==> src/design/rns_core_pkg.sv <==
// Opcodes, instruction field positions, flag indices, RNS moduli and the scalar word type
`default_nettype none

package rns_core_pkg;

    typedef logic [7:0] word_t;  // Scalar register and memory word

    typedef enum logic [3:0] {
        OP_NOP   = 4'd0,
        OP_ADD   = 4'd1,
        OP_SUB   = 4'd2,
        OP_AND   = 4'd3,
        OP_LDI   = 4'd4,
        OP_LD    = 4'd5,
        OP_ST    = 4'd6,
        OP_CMP   = 4'd7,
        OP_MOVEQ = 4'd8,   // Move if EQ flag set
        OP_MOVC  = 4'd9,   // Move if carry flag set
        OP_RADD  = 4'd10,
        OP_RSUB  = 4'd11,
        OP_RSET  = 4'd12,  // Scalar into every lane
        OP_RGET  = 4'd13,  // One lane back to scalar
        OP_OUT   = 4'd14,
        OP_IN    = 4'd15
    } opcode_e;

    // Instruction fields
    localparam int OPC_HI  = 15;
    localparam int OPC_LO  = 12;
    localparam int RD_HI   = 11;
    localparam int RD_LO   = 9;
    localparam int RS1_HI  = 8;
    localparam int RS1_LO  = 6;
    localparam int RS2_HI  = 5;
    localparam int RS2_LO  = 3;
    localparam int LANE_HI = 1;
    localparam int LANE_LO = 0;
    localparam int IMM_HI  = 7;   // LDI only, overlaps rs1/rs2
    localparam int IMM_LO  = 0;

    // Positions in flags and branch_conds
    localparam int FLAG_EQ    = 0;
    localparam int FLAG_LT    = 1;
    localparam int FLAG_GT    = 2;
    localparam int FLAG_CARRY = 3;
    localparam int COND_CMP   = 4;  // compare_true, branch_conds only

    localparam int MAX_DOMAINS = 4;
    // Lane i uses entry i
    localparam logic [MAX_DOMAINS-1:0][7:0] MODULI = {8'd233, 8'd239, 8'd241, 8'd251};

    localparam int MEM_ADDR_W = 4;  // Sixteen bytes of data memory

endpackage

`default_nettype wire

==> src/design/data_mem.sv <==
// Sixteen-byte data memory, asynchronous read and clocked write
`timescale 1ns/10ps
`default_nettype none

module data_mem
    import rns_core_pkg::*;
(
    input  wire logic                  clk,
    input  wire logic [MEM_ADDR_W-1:0] addr,      // Execute register address
    output word_t                      dout,
    input  wire logic                  wr_en,
    input  wire logic [MEM_ADDR_W-1:0] wr_addr,
    input  wire word_t                 wr_data
);

    word_t mem [2**MEM_ADDR_W];

    assign dout = mem[addr];

    always_ff @(posedge clk)
    begin
        if (wr_en)
            mem[wr_addr] <= wr_data;
    end

    // Once reset has settled the enable it stays known
    assert property (@(posedge clk) !$isunknown(wr_en) |=> !$isunknown(wr_en));
    assert property (@(posedge clk) wr_en |-> !$isunknown(wr_data));

endmodule

`default_nettype wire

==> src/design/instr_decode.sv <==
// Instruction field split, register file read addressing and the ID/EX pipeline register
`timescale 1ns/10ps
`default_nettype none

module instr_decode
    import rns_core_pkg::*;
#(
    parameter int NUM_DOMAINS = 3
)(
    input  wire logic                     clk,
    input  wire logic                     reset,
    input  wire logic [15:0]              instr,
    input  wire logic                     flush,        // Kill this instruction downstream
    input  wire word_t                    scalar_rd_a,
    input  wire word_t                    scalar_rd_b,
    input  wire logic [NUM_DOMAINS*8-1:0] rns_rd_a,
    input  wire logic [NUM_DOMAINS*8-1:0] rns_rd_b,
    output logic [2:0]                    rd_addr_a,    // rs1 to both files
    output logic [2:0]                    rd_addr_b,    // rs2 to both files
    output opcode_e                       opcode,
    output logic [2:0]                    rd,
    output word_t                         a,
    output word_t                         b,
    output logic [NUM_DOMAINS*8-1:0]      ra,
    output logic [NUM_DOMAINS*8-1:0]      rb,
    output logic [1:0]                    lane,
    output word_t                         imm,
    output logic                          invalidate_fetch
);

    assign rd_addr_a = instr[RS1_HI:RS1_LO];
    assign rd_addr_b = instr[RS2_HI:RS2_LO];

    // Control part of ID/EX, NOP after reset
    always_ff @(posedge clk)
    begin
        if (reset)
        begin
            opcode           <= OP_NOP;
            invalidate_fetch <= 1'b0;
        end
        else
        begin
            opcode           <= opcode_e'(instr[OPC_HI:OPC_LO]);
            invalidate_fetch <= flush;  // Flush travels with its instruction
        end
    end

    // Operands and fields
    always_ff @(posedge clk)
    begin
        rd   <= instr[RD_HI:RD_LO];
        a    <= scalar_rd_a;
        b    <= scalar_rd_b;
        ra   <= rns_rd_a;
        rb   <= rns_rd_b;
        lane <= instr[LANE_HI:LANE_LO];
        imm  <= instr[IMM_HI:IMM_LO];
    end

    // An RGET in execute must name an existing lane
    assert property (@(posedge clk) disable iff (reset)
        (opcode == OP_RGET) |-> (lane < NUM_DOMAINS));

endmodule

`default_nettype wire

==> src/design/lane_execute.sv <==
// Scalar ALU, modular RNS lane arithmetic, predicate check and the EX/MEM pipeline register
`timescale 1ns/10ps
`default_nettype none

module lane_execute
    import rns_core_pkg::*;
#(
    parameter int NUM_DOMAINS = 3
)(
    input  wire logic                     clk,
    input  wire logic                     reset,
    input  wire opcode_e                  opcode,
    input  wire logic [2:0]               rd,
    input  wire word_t                    a,
    input  wire word_t                    b,
    input  wire logic [NUM_DOMAINS*8-1:0] ra,
    input  wire logic [NUM_DOMAINS*8-1:0] rb,
    input  wire logic [1:0]               lane,
    input  wire word_t                    imm,
    input  wire logic                     invalidate_fetch,
    input  wire word_t                    io_in,
    input  wire logic [3:0]               flags,         // Held flags from writeback
    output logic [NUM_DOMAINS*8-1:0]      operation_result,
    output word_t                         store_data,
    output logic [MEM_ADDR_W-1:0]         mem_addr,
    output logic [2:0]                    wb_rd,
    output logic                          store_to_mem,
    output logic                          reg_wr,
    output logic                          save_cout,
    output logic                          invalidate_execute,
    output logic                          load,
    output logic                          wb_invalidate_fetch,
    output logic                          destination_rns,
    output logic                          out_op,
    output logic                          in_op,
    output logic [4:0]                    branch_conds   // {cmp, carry, gt, lt, eq}
);

    localparam int W = NUM_DOMAINS*8;

    word_t       scalar_res;
    logic        carry;      // ADD carry out, zero otherwise
    wire  [W-1:0] lane_res;   // All lanes for RADD, RSUB, RSET
    logic        is_rns_op;

    assign is_rns_op = opcode inside {OP_RADD, OP_RSUB, OP_RSET};

    always_comb
    begin
        carry = 1'b0;
        case (opcode)
            OP_ADD:  {carry, scalar_res} = {1'b0, a} + {1'b0, b};
            OP_SUB:  scalar_res = a - b;
            OP_AND:  scalar_res = a & b;
            OP_LDI:  scalar_res = imm;
            OP_RGET: scalar_res = ra[lane*8 +: 8];
            OP_IN:   scalar_res = io_in;
            default: scalar_res = a;   // MOVEQ, MOVC, OUT
        endcase
    end

    genvar i;
    generate
        for (i = 0; i < NUM_DOMAINS; i++)
        begin : g_lane
            logic [7:0] x;
            logic [7:0] y;
            logic [7:0] m;
            logic [8:0] sum;
            logic [8:0] diff;  // Bit 8 is the borrow

            assign x    = ra[8*i +: 8];
            assign y    = rb[8*i +: 8];
            assign m    = MODULI[i];
            assign sum  = {1'b0, x} + {1'b0, y};
            assign diff = {1'b0, x} - {1'b0, y};

            // Operands below m, so one correction is enough
            assign lane_res[8*i +: 8] =
                (opcode == OP_RADD) ? ((sum >= m) ? 8'(sum - m) : sum[7:0]) :
                (opcode == OP_RSUB) ? (diff[8] ? 8'(diff + m) : diff[7:0]) :
                ((a >= m) ? (a - m) : a);   // RSET, every modulus above 128

            // Residues written back stay below their modulus
            assert property (@(posedge clk) disable iff (reset)
                destination_rns |-> (operation_result[8*i +: 8] < m));
        end
    endgenerate

    // Control bits, cleared by reset
    always_ff @(posedge clk)
    begin
        if (reset)
        begin
            store_to_mem        <= 1'b0;
            reg_wr              <= 1'b0;
            save_cout           <= 1'b0;
            invalidate_execute  <= 1'b0;
            load                <= 1'b0;
            wb_invalidate_fetch <= 1'b0;
            destination_rns     <= 1'b0;
            out_op              <= 1'b0;
            in_op               <= 1'b0;
            branch_conds        <= '0;
        end
        else
        begin
            store_to_mem        <= (opcode == OP_ST);
            reg_wr              <= !(opcode inside {OP_NOP, OP_ST, OP_CMP, OP_OUT});
            save_cout           <= opcode inside {OP_ADD, OP_SUB};  // SUB clears carry
            invalidate_execute  <= ((opcode == OP_MOVEQ) && !flags[FLAG_EQ]) ||
                                   ((opcode == OP_MOVC) && !flags[FLAG_CARRY]);
            load                <= (opcode == OP_LD);
            wb_invalidate_fetch <= invalidate_fetch;
            destination_rns     <= is_rns_op;
            out_op              <= (opcode == OP_OUT);
            in_op               <= (opcode == OP_IN);
            branch_conds[FLAG_EQ]    <= (a == b);
            branch_conds[FLAG_LT]    <= (a < b);   // Unsigned
            branch_conds[FLAG_GT]    <= (a > b);
            branch_conds[FLAG_CARRY] <= carry;
            branch_conds[COND_CMP]   <= (opcode == OP_CMP);
        end
    end

    // Payload
    always_ff @(posedge clk)
    begin
        operation_result <= is_rns_op ? lane_res : W'(scalar_res);  // Scalar in low byte
        store_data       <= b;
        mem_addr         <= a[MEM_ADDR_W-1:0];  // LD/ST address from rs1
        wb_rd            <= rd;
    end

endmodule

`default_nettype wire

==> src/design/mem_writeback.sv <==
// Load select, invalidate gating of enables and I/O strobes, held flags register
`timescale 1ns/10ps
`default_nettype none

module mem_writeback
    import rns_core_pkg::*;
#(
    parameter int NUM_DOMAINS = 3
)(
    input  wire logic                     clk,
    input  wire logic                     reset,
    input  wire logic [NUM_DOMAINS*8-1:0] operation_result,  // Lane 0 in low byte
    input  wire word_t                    store_data,
    input  wire logic [MEM_ADDR_W-1:0]    mem_addr,
    input  wire logic [2:0]               wb_rd,
    input  wire logic                     store_to_mem,
    input  wire logic                     reg_wr,
    input  wire logic                     save_cout,
    input  wire logic                     invalidate_execute,  // Failed predicate
    input  wire logic                     load,
    input  wire logic                     invalidate_fetch,    // Flushed at issue
    input  wire logic                     destination_rns,
    input  wire logic                     out_op,
    input  wire logic                     in_op,
    input  wire logic [4:0]               branch_conds,
    input  wire word_t                    dmem_dout,
    output logic                          scalar_wr_en,
    output logic                          rns_wr_en,
    output logic [2:0]                    wr_addr,
    output logic [NUM_DOMAINS*8-1:0]      wr_data,
    output logic                          mem_wr_en,
    output logic [MEM_ADDR_W-1:0]         mem_wr_addr,
    output word_t                         mem_wr_data,
    output word_t                         io_write_data,
    output logic                          io_write_strobe,
    output logic                          io_read_strobe,
    output logic [3:0]                    flags
);

    localparam int W = NUM_DOMAINS*8;

    logic invalidate;

    assign invalidate = invalidate_fetch || invalidate_execute;

    assign wr_data      = load ? W'(dmem_dout) : operation_result;  // Load zero-extended
    assign wr_addr      = wb_rd;
    assign scalar_wr_en = reg_wr && !destination_rns && !invalidate;
    assign rns_wr_en    = reg_wr && destination_rns && !invalidate;

    assign mem_wr_en    = store_to_mem && !invalidate;
    assign mem_wr_addr  = mem_addr;
    assign mem_wr_data  = store_data;

    assign io_write_data   = operation_result[7:0];  // OUT data is rs1 in low byte
    assign io_write_strobe = out_op && !invalidate;
    assign io_read_strobe  = in_op && !invalidate;   // io_in already taken in execute

    // Flags hold until a valid update
    always_ff @(posedge clk)
    begin
        if (reset)
            flags <= '0;
        else
        begin
            if (save_cout && !invalidate)
                flags[FLAG_CARRY] <= branch_conds[FLAG_CARRY];
            if (branch_conds[COND_CMP] && !invalidate)
                flags[FLAG_GT:FLAG_EQ] <= branch_conds[FLAG_GT:FLAG_EQ];
        end
    end

    // OUT and IN never share the execute register
    assert property (@(posedge clk) disable iff (reset)
        !(io_write_strobe && io_read_strobe));

endmodule

`default_nettype wire

==> src/design/reg_file.sv <==
// Eight-entry register file with two combinational reads and one clocked write
`timescale 1ns/10ps
`default_nettype none

module reg_file #(
    parameter type word_t = logic [7:0]   // Scalar byte or RNS lane vector
)(
    input  wire logic       clk,
    input  wire logic [2:0] rd_addr_a,
    input  wire logic [2:0] rd_addr_b,
    output word_t           rd_data_a,
    output word_t           rd_data_b,
    input  wire logic       wr_en,
    input  wire logic [2:0] wr_addr,
    input  wire word_t      wr_data
);

    word_t regs [8];

    // No write-through, readers rely on issue spacing
    assign rd_data_a = regs[rd_addr_a];
    assign rd_data_b = regs[rd_addr_b];

    always_ff @(posedge clk)
    begin
        if (wr_en)
            regs[wr_addr] <= wr_data;
    end

    // Writeback only ever delivers known data
    assert property (@(posedge clk) wr_en |-> !$isunknown(wr_data));

endmodule

`default_nettype wire

==> src/design/rns_core_top.sv <==
// Three-stage RNS core: decode, execute, memory/writeback, register files and data memory
`timescale 1ns/10ps
`default_nettype none

module rns_core_top
    import rns_core_pkg::*;
#(
    parameter int NUM_DOMAINS = 3
)(
    input  wire logic        clk,
    input  wire logic        reset,
    input  wire logic [15:0] instr,
    input  wire logic        flush,
    input  wire word_t       io_in,
    output word_t            io_write_data,
    output logic             io_write_strobe,
    output logic             io_read_strobe,
    output logic [3:0]       flags
);

    typedef logic [NUM_DOMAINS*8-1:0] lanes_t;  // Lane 0 in low byte

    logic [2:0]            rd_addr_a;
    logic [2:0]            rd_addr_b;
    word_t                 scalar_rd_a;
    word_t                 scalar_rd_b;
    lanes_t                rns_rd_a;
    lanes_t                rns_rd_b;

    // ID/EX
    opcode_e               id_opcode;
    logic [2:0]            id_rd;
    word_t                 id_a;
    word_t                 id_b;
    lanes_t                id_ra;
    lanes_t                id_rb;
    logic [1:0]            id_lane;
    word_t                 id_imm;
    logic                  id_invalidate_fetch;

    // EX/MEM
    lanes_t                ex_result;
    word_t                 ex_store_data;
    logic [MEM_ADDR_W-1:0] ex_mem_addr;
    logic [2:0]            ex_rd;
    logic                  ex_store_to_mem;
    logic                  ex_reg_wr;
    logic                  ex_save_cout;
    logic                  ex_invalidate_execute;
    logic                  ex_load;
    logic                  ex_invalidate_fetch;
    logic                  ex_destination_rns;
    logic                  ex_out_op;
    logic                  ex_in_op;
    logic [4:0]            ex_branch_conds;

    // Writeback side
    word_t                 dmem_dout;
    logic                  scalar_wr_en;
    logic                  rns_wr_en;
    logic [2:0]            wr_addr;
    lanes_t                wr_data;
    logic                  mem_wr_en;
    logic [MEM_ADDR_W-1:0] mem_wr_addr;
    word_t                 mem_wr_data;

    instr_decode #(.NUM_DOMAINS(NUM_DOMAINS)) u_decode (
        .clk(clk), .reset(reset), .instr(instr), .flush(flush),
        .scalar_rd_a(scalar_rd_a), .scalar_rd_b(scalar_rd_b),
        .rns_rd_a(rns_rd_a), .rns_rd_b(rns_rd_b),
        .rd_addr_a(rd_addr_a), .rd_addr_b(rd_addr_b),
        .opcode(id_opcode), .rd(id_rd), .a(id_a), .b(id_b),
        .ra(id_ra), .rb(id_rb), .lane(id_lane), .imm(id_imm),
        .invalidate_fetch(id_invalidate_fetch)
    );

    lane_execute #(.NUM_DOMAINS(NUM_DOMAINS)) u_execute (
        .clk(clk), .reset(reset),
        .opcode(id_opcode), .rd(id_rd), .a(id_a), .b(id_b),
        .ra(id_ra), .rb(id_rb), .lane(id_lane), .imm(id_imm),
        .invalidate_fetch(id_invalidate_fetch), .io_in(io_in), .flags(flags),
        .operation_result(ex_result), .store_data(ex_store_data),
        .mem_addr(ex_mem_addr), .wb_rd(ex_rd),
        .store_to_mem(ex_store_to_mem), .reg_wr(ex_reg_wr), .save_cout(ex_save_cout),
        .invalidate_execute(ex_invalidate_execute), .load(ex_load),
        .wb_invalidate_fetch(ex_invalidate_fetch), .destination_rns(ex_destination_rns),
        .out_op(ex_out_op), .in_op(ex_in_op), .branch_conds(ex_branch_conds)
    );

    mem_writeback #(.NUM_DOMAINS(NUM_DOMAINS)) u_writeback (
        .clk(clk), .reset(reset),
        .operation_result(ex_result), .store_data(ex_store_data),
        .mem_addr(ex_mem_addr), .wb_rd(ex_rd),
        .store_to_mem(ex_store_to_mem), .reg_wr(ex_reg_wr), .save_cout(ex_save_cout),
        .invalidate_execute(ex_invalidate_execute), .load(ex_load),
        .invalidate_fetch(ex_invalidate_fetch), .destination_rns(ex_destination_rns),
        .out_op(ex_out_op), .in_op(ex_in_op), .branch_conds(ex_branch_conds),
        .dmem_dout(dmem_dout),
        .scalar_wr_en(scalar_wr_en), .rns_wr_en(rns_wr_en),
        .wr_addr(wr_addr), .wr_data(wr_data),
        .mem_wr_en(mem_wr_en), .mem_wr_addr(mem_wr_addr), .mem_wr_data(mem_wr_data),
        .io_write_data(io_write_data), .io_write_strobe(io_write_strobe),
        .io_read_strobe(io_read_strobe), .flags(flags)
    );

    data_mem u_dmem (
        .clk(clk), .addr(ex_mem_addr), .dout(dmem_dout),
        .wr_en(mem_wr_en), .wr_addr(mem_wr_addr), .wr_data(mem_wr_data)
    );

    reg_file #(.word_t(word_t)) scalar_regs (
        .clk(clk), .rd_addr_a(rd_addr_a), .rd_addr_b(rd_addr_b),
        .rd_data_a(scalar_rd_a), .rd_data_b(scalar_rd_b),
        .wr_en(scalar_wr_en), .wr_addr(wr_addr), .wr_data(wr_data[7:0])
    );

    reg_file #(.word_t(lanes_t)) rns_regs (
        .clk(clk), .rd_addr_a(rd_addr_a), .rd_addr_b(rd_addr_b),
        .rd_data_a(rns_rd_a), .rd_data_b(rns_rd_b),
        .wr_en(rns_wr_en), .wr_addr(wr_addr), .wr_data(wr_data)
    );

endmodule

`default_nettype wire

==> config.mk <==
export PLATFORM = sky130hd
export DESIGN_NAME = rns_core_top
export DESIGN_NICKNAME = d
export VERILOG_FILES = /design/src/design/rns_core_pkg.sv /design/src/design/data_mem.sv /design/src/design/instr_decode.sv /design/src/design/lane_execute.sv /design/src/design/mem_writeback.sv /design/src/design/reg_file.sv /design/src/design/rns_core_top.sv
export SDC_FILE = /design/constraint.sdc
export NUM_CORES = 1
export LEC_CHECK = 0
export ABC_AREA = 1
export BUFFER_PORTS_ARGS = -buffer_cell sky130_fd_sc_hd__buf_2
export CAP_MARGIN = 10
export CORE_MARGIN = 4
export CORE_UTILIZATION = 63
export CTS_BUF_LIST = sky130_fd_sc_hd__clkbuf_16
export DETAILED_ROUTE_END_ITERATION = 6
export PLACE_DENSITY = 0.78
export RECOVER_POWER = 100
export SLEW_MARGIN = 25
export SYNTH_ARGS = -nofsm -noshare
export SYNTH_HDL_FRONTEND = slang
export SYNTH_SLANG_ARGS = --single-unit
==> constraint.sdc <==
create_clock -name clk -period 2.45 [get_ports clk]
set_input_delay 0.49 -clock clk [delete_from_list [all_inputs] [get_ports clk]]
set_output_delay 0.49 -clock clk [all_outputs]
set_load 0.1 [all_outputs]
==> metrics.md <==
| Metric | Value |
|---|---|
| Power, Total | `between 0.02 and 0.025 W` |
| Status | `complete, but fails checks` |
| Mapped Area | `25900 sq um` |
| Crit-path cells | `clkbuf_1 > nand3_1 > nor2_1 > nor2_1 > inv_1 > nand2_1 > a21oi_1 > o21ai_0 > o21ai_1 > nand2_1 > a21oi_2` |
| Net Count, Synth | `2854` |
| Hpwl dp | `~50000 um` |
| Synthesized area per cell | `roughly 9.5 sq um` |
| IO Pins | `41` |
| Die width | `approximately 210 um` |
| Final Setup Violations | `0` |
| Critical path depth | `11` |
| Comb power frac | `20.9%` |
| Fraction of the yosys area taken by sequential cells | `between 50% and 60%` |
| Setup slack after layout | `between 0.08 and 0.09 ns` |
| Setup Crit Path Kind | `flip-flop to flip-flop` |
| End of the critical path | `u_execute.operation_result[18]$_SDFF_PP0_` |
| Sw frac | `a little under a third` |
| Crit-path max cell delay | `about 0.52 ns` |
| Nets | `approximately 2900` |
| Vias in the first global route | `about 20000` |
| Worst slew pin tran | `between 1 and 1.5 ns` |
| Nature of the critical path endpoint | `flip-flop` |
| Crit path max fanout | `9` |
| R2R Path Start | `u_decode.a[3]$_DFF_P_` |
| CTS H-tree depth | `2` |
| Core Region | `a little over 40000 sq um` |
| Largest net degree at the start of global routing | `just under 80` |
| Commonest cells after routing, fill and taps aside | `edfxtp_1 (384), nand2_1 (328), o21ai_0 (316), inv_1 (303), nor2_1 (270)` |
| DRT Wirelength | `72700 um` |
| Initial core utilization | `between 60 and 70%` |
| Post-DRT Antenna Nets | `0` |
| Hold Crit Class | `input port to flip-flop` |
| Synth top area share | `~44%` |
| Root Buffer | `clkbuf_16` |
| Clock transition at the registers of the reported paths | `around 0.060 ns` |
| Die H | `about 210 um` |
| Synth Area in Compound Gates | `18.4%` |
| Final Hold Fails | `0` |
| First-pass GRT wire length | `112000 um` |
| Fillers | `roughly 3000` |
| CTS buffer count | `52` |
| Worst VDD drop | `0.728 mV` |
| Post-Synth Adder-Cell Area | `~4.2%` |
| EDFF count, synth | `around 380` |
| Yosys warnings | `0` |
| Mux contribution to synthesized area | `0%` |
| Synth top area cells | `edfxtp_1 (44%), dfxtp_1 (11%), o21ai_0 (6.3%), nand2_1 (4.8%), a21oi_1 (4.5%)` |
| Tot GR Track Use | `between 30% and 40%` |
| Gate Count Post-Synth | `2745` |
| Simple-gate share of the synthesized area | `a little over an eighth` |
| Maxcap violations | `0` |
| Predominant post-synthesis flop cell | `edfxtp_1` |
| CTS tree | `built` |
| Syn-to-layout area delta | `12.0%` |
| Pre-antenna DRT Iters | `7` |
| Period Utilization, post-route | `just under 100%` |
| Pint | `0.0155 W` |
| Main combinational cell family by area after synthesis | `compound AO/OA/AOI/OAI gates` |
| Pre-CTS WS | `-0.0504 ns` |
| CP bufs+invs | `2` |
| Post-Synth XOR/XNOR Area | `between 1.5 and 2%` |
| Initial antenna violation count | `2` |
| Crit path time final | `approximately 2.4 ns` |
| R2R cell count | `11` |
| PwrDens | `768 nW/um^2` |
| Startpoint type of the worst setup path | `flip-flop` |
| Routed len/inst | `21.3 um` |
| Fmax | `between 400 and 500 MHz` |
| Clk sink count | `roughly 520` |
| Fraction of registers with async set/reset | `0%` |
| # DRC | `11` |
| Req. time, crit path | `approximately 3.0 ns` |
| GRT overflow | `0` |
| Slowest CP cell | `clkbuf_1` |
| Share of layout cells above drive strength 1 | `13.0%` |
| Worst relative slew slack | `around 18%` |
| Rows | `between 70 and 80` |
| Clk pwr share | `around 34%` |
| Data arrival, critical path | `between 2 and 3 ns` |
| Commonest non-fill, non-tap cell in the layout | `edfxtp_1` |
| Delay-heaviest family, CP | `simple AND/OR/NAND/NOR gates` |
| CP startpoint | `u_decode.a[3]$_DFF_P_` |
| Yosys top cell by area | `edfxtp_1` |
| First DRT Iteration DRCs | `around 2700` |
| Failing checks | `design-rule violations` |
| Via/cell ratio | `6.22` |
| Vias | `~21000` |
| Max-slew violations | `0` |
| Port bufs | `40` |
| Antenna Cells | `0` |
| FF-to-FF setup slack | `roughly 0.088 ns` |
| Cell variety after synth | `65` |
| R2r endpoint | `u_execute.operation_result[18]$_SDFF_PP0_` |
| Sequential cell fraction of total power | `45.4%` |
| CTS max path bufs | `3` |
| Worst clock skew | `around 0.016 ns` |
| Net load switching power | `0.00677 W` |
| Leakage | `approximately 11 nW` |
| Seq cells post-synth | `521` |
| Gpl congestion | `1.00` |
| Worst-skew pair later-pin latency | `0.60 ns` |
| Die ar. | `~44000 sq um` |
## final cells by class
class	count	area (sq um)	area share, %
clock buffers	53	1330	4.57
clock inverters	44	282	0.969
inverters	311	1180	4.05
multi-input cells	1762	9990	34.4
flip-flops and latches	521	14300	49.2
well taps	532	666	2.29
repair buffers	191	1320	4.53
## Yosys cell counts, types with 4 or more instances
master	number
xnor2_1	9
buf_1	25
nand4_1	28
nand2_2	15
nand3b_1	7
ha_1	74
buf_6	5
o21bai_1	6
nand3_1	106
clkbuf_1	96
a31oi_1	69
o211ai_1	66
inv_2	11
buf_4	14
inv_1	294
nor2_1	275
buf_2	10
a21o_1	5
o2111ai_1	4
a22oi_1	65
fa_1	8
xor2_1	24
o21ai_0	325
dfxtp_1	137
a211oi_1	11
nor3_1	15
o22ai_1	4
nor4_1	8
edfxtp_1	384
nand2_1	333
a21oi_2	9
a21oi_1	232
nor2_2	4
nor2_4	4
o31ai_1	5
nand2_4	6
nand3_2	5
xor2_2	5
## what timing repair did
item                                    in CTS  in global routing
gates cloned                                 0                  0
pin swaps                                    0                  9
resized for setup                            4                 63
hold buffers                                 4                  0
endpoints found under the setup margin       6                 24
setup buffers                                0                  8
hold endpoints to repair                     4                  0
## registers in the layout (all words and copies together), names as in the netlist, 3 cells and up
signal                      cells
u_execute.operation_result     24
u_decode.ra                    24
u_decode.opcode                 4
u_decode.a                      8
u_decode.rb                    24
u_execute.store_data            8
u_decode.b                      8
u_execute.mem_addr              4
rns_regs.regs                 192
u_execute.wb_rd                 3
u_decode.rd                     3
u_writeback.flags               4
u_decode.imm                    7
u_dmem.mem                    128
scalar_regs.regs               64
u_execute.branch_conds          5
## logic make-up (layout without fill, tap and decap cells)
family | count (synthesis) | after routing
AO/OA/AOI/OAI | 824 | 824
XOR/XNOR | 40 | 40
adder cells (fa/ha/maj) | 82 | 82
buffers and inverters | 462 | 599
flip-flops | 521 | 521
AND/OR/NAND/NOR | 816 | 816
## per-layer routing
layer,track usage [%],share of wire (%),up-vias,routed length [um]
met1,44.8,38,9967,27900
met3,6.86,12,225,8780
li1,-,-,9775,-
met4,11.0,3.9,2,2850
met5,0,0.022,-,16
met2,49.9,46,1258,33100
## through the flow
stage | instance area (sq um) | TNS, ns | util, % | hold WS (ns) | std cells
after floorplan | 25900 | 0 | - | 0.310 | 2745
after global placement | 27400 | 0 | 67.4 | 0.312 | 3305
after detailed placement | 27400 | -0.0906 | 67.4 | 0.312 | 3305
after CTS | 29100 | 0 | 71.4 | 0.0179 | 3406
after global routing | 29000 | -0.0214 | 71.3 | 0.0488 | 3414
final | 29000 | 0 | 71.3 | 0.0698 | 3414
## how the worst min path moves through the flow
stage                     slack, ns  cells past startpoint              startpoint                    endpoint
final                          0.07                      1                instr[0]    u_decode.lane[0]$_DFF_P_
after global routing           0.05                      1                instr[0]    u_decode.lane[0]$_DFF_P_
after CTS                      0.02                      1                instr[1]     u_decode.imm[1]$_DFF_P_
after detailed placement       0.31                      0  u_decode.rd[0]$_DFF_P_  u_execute.wb_rd[0]$_DFF_P_
after global placement         0.31                      0  u_decode.rd[1]$_DFF_P_  u_execute.wb_rd[1]$_DFF_P_
after floorplan                0.31                      0  u_decode.rd[0]$_DFF_P_  u_execute.wb_rd[0]$_DFF_P_
## power groups by stage
stage               logic, W  clock network (W)  registers [W]
global route         0.00511            0.00803         0.0101
CTS                  0.00449            0.00758         0.0101
floorplan            0.00322                  0         0.0101
global placement     0.00435                  0         0.0103
finish               0.00466            0.00753         0.0101
detailed placement   0.00445                  0         0.0103
No activity file was read; power rests on OpenSTA's default activity.
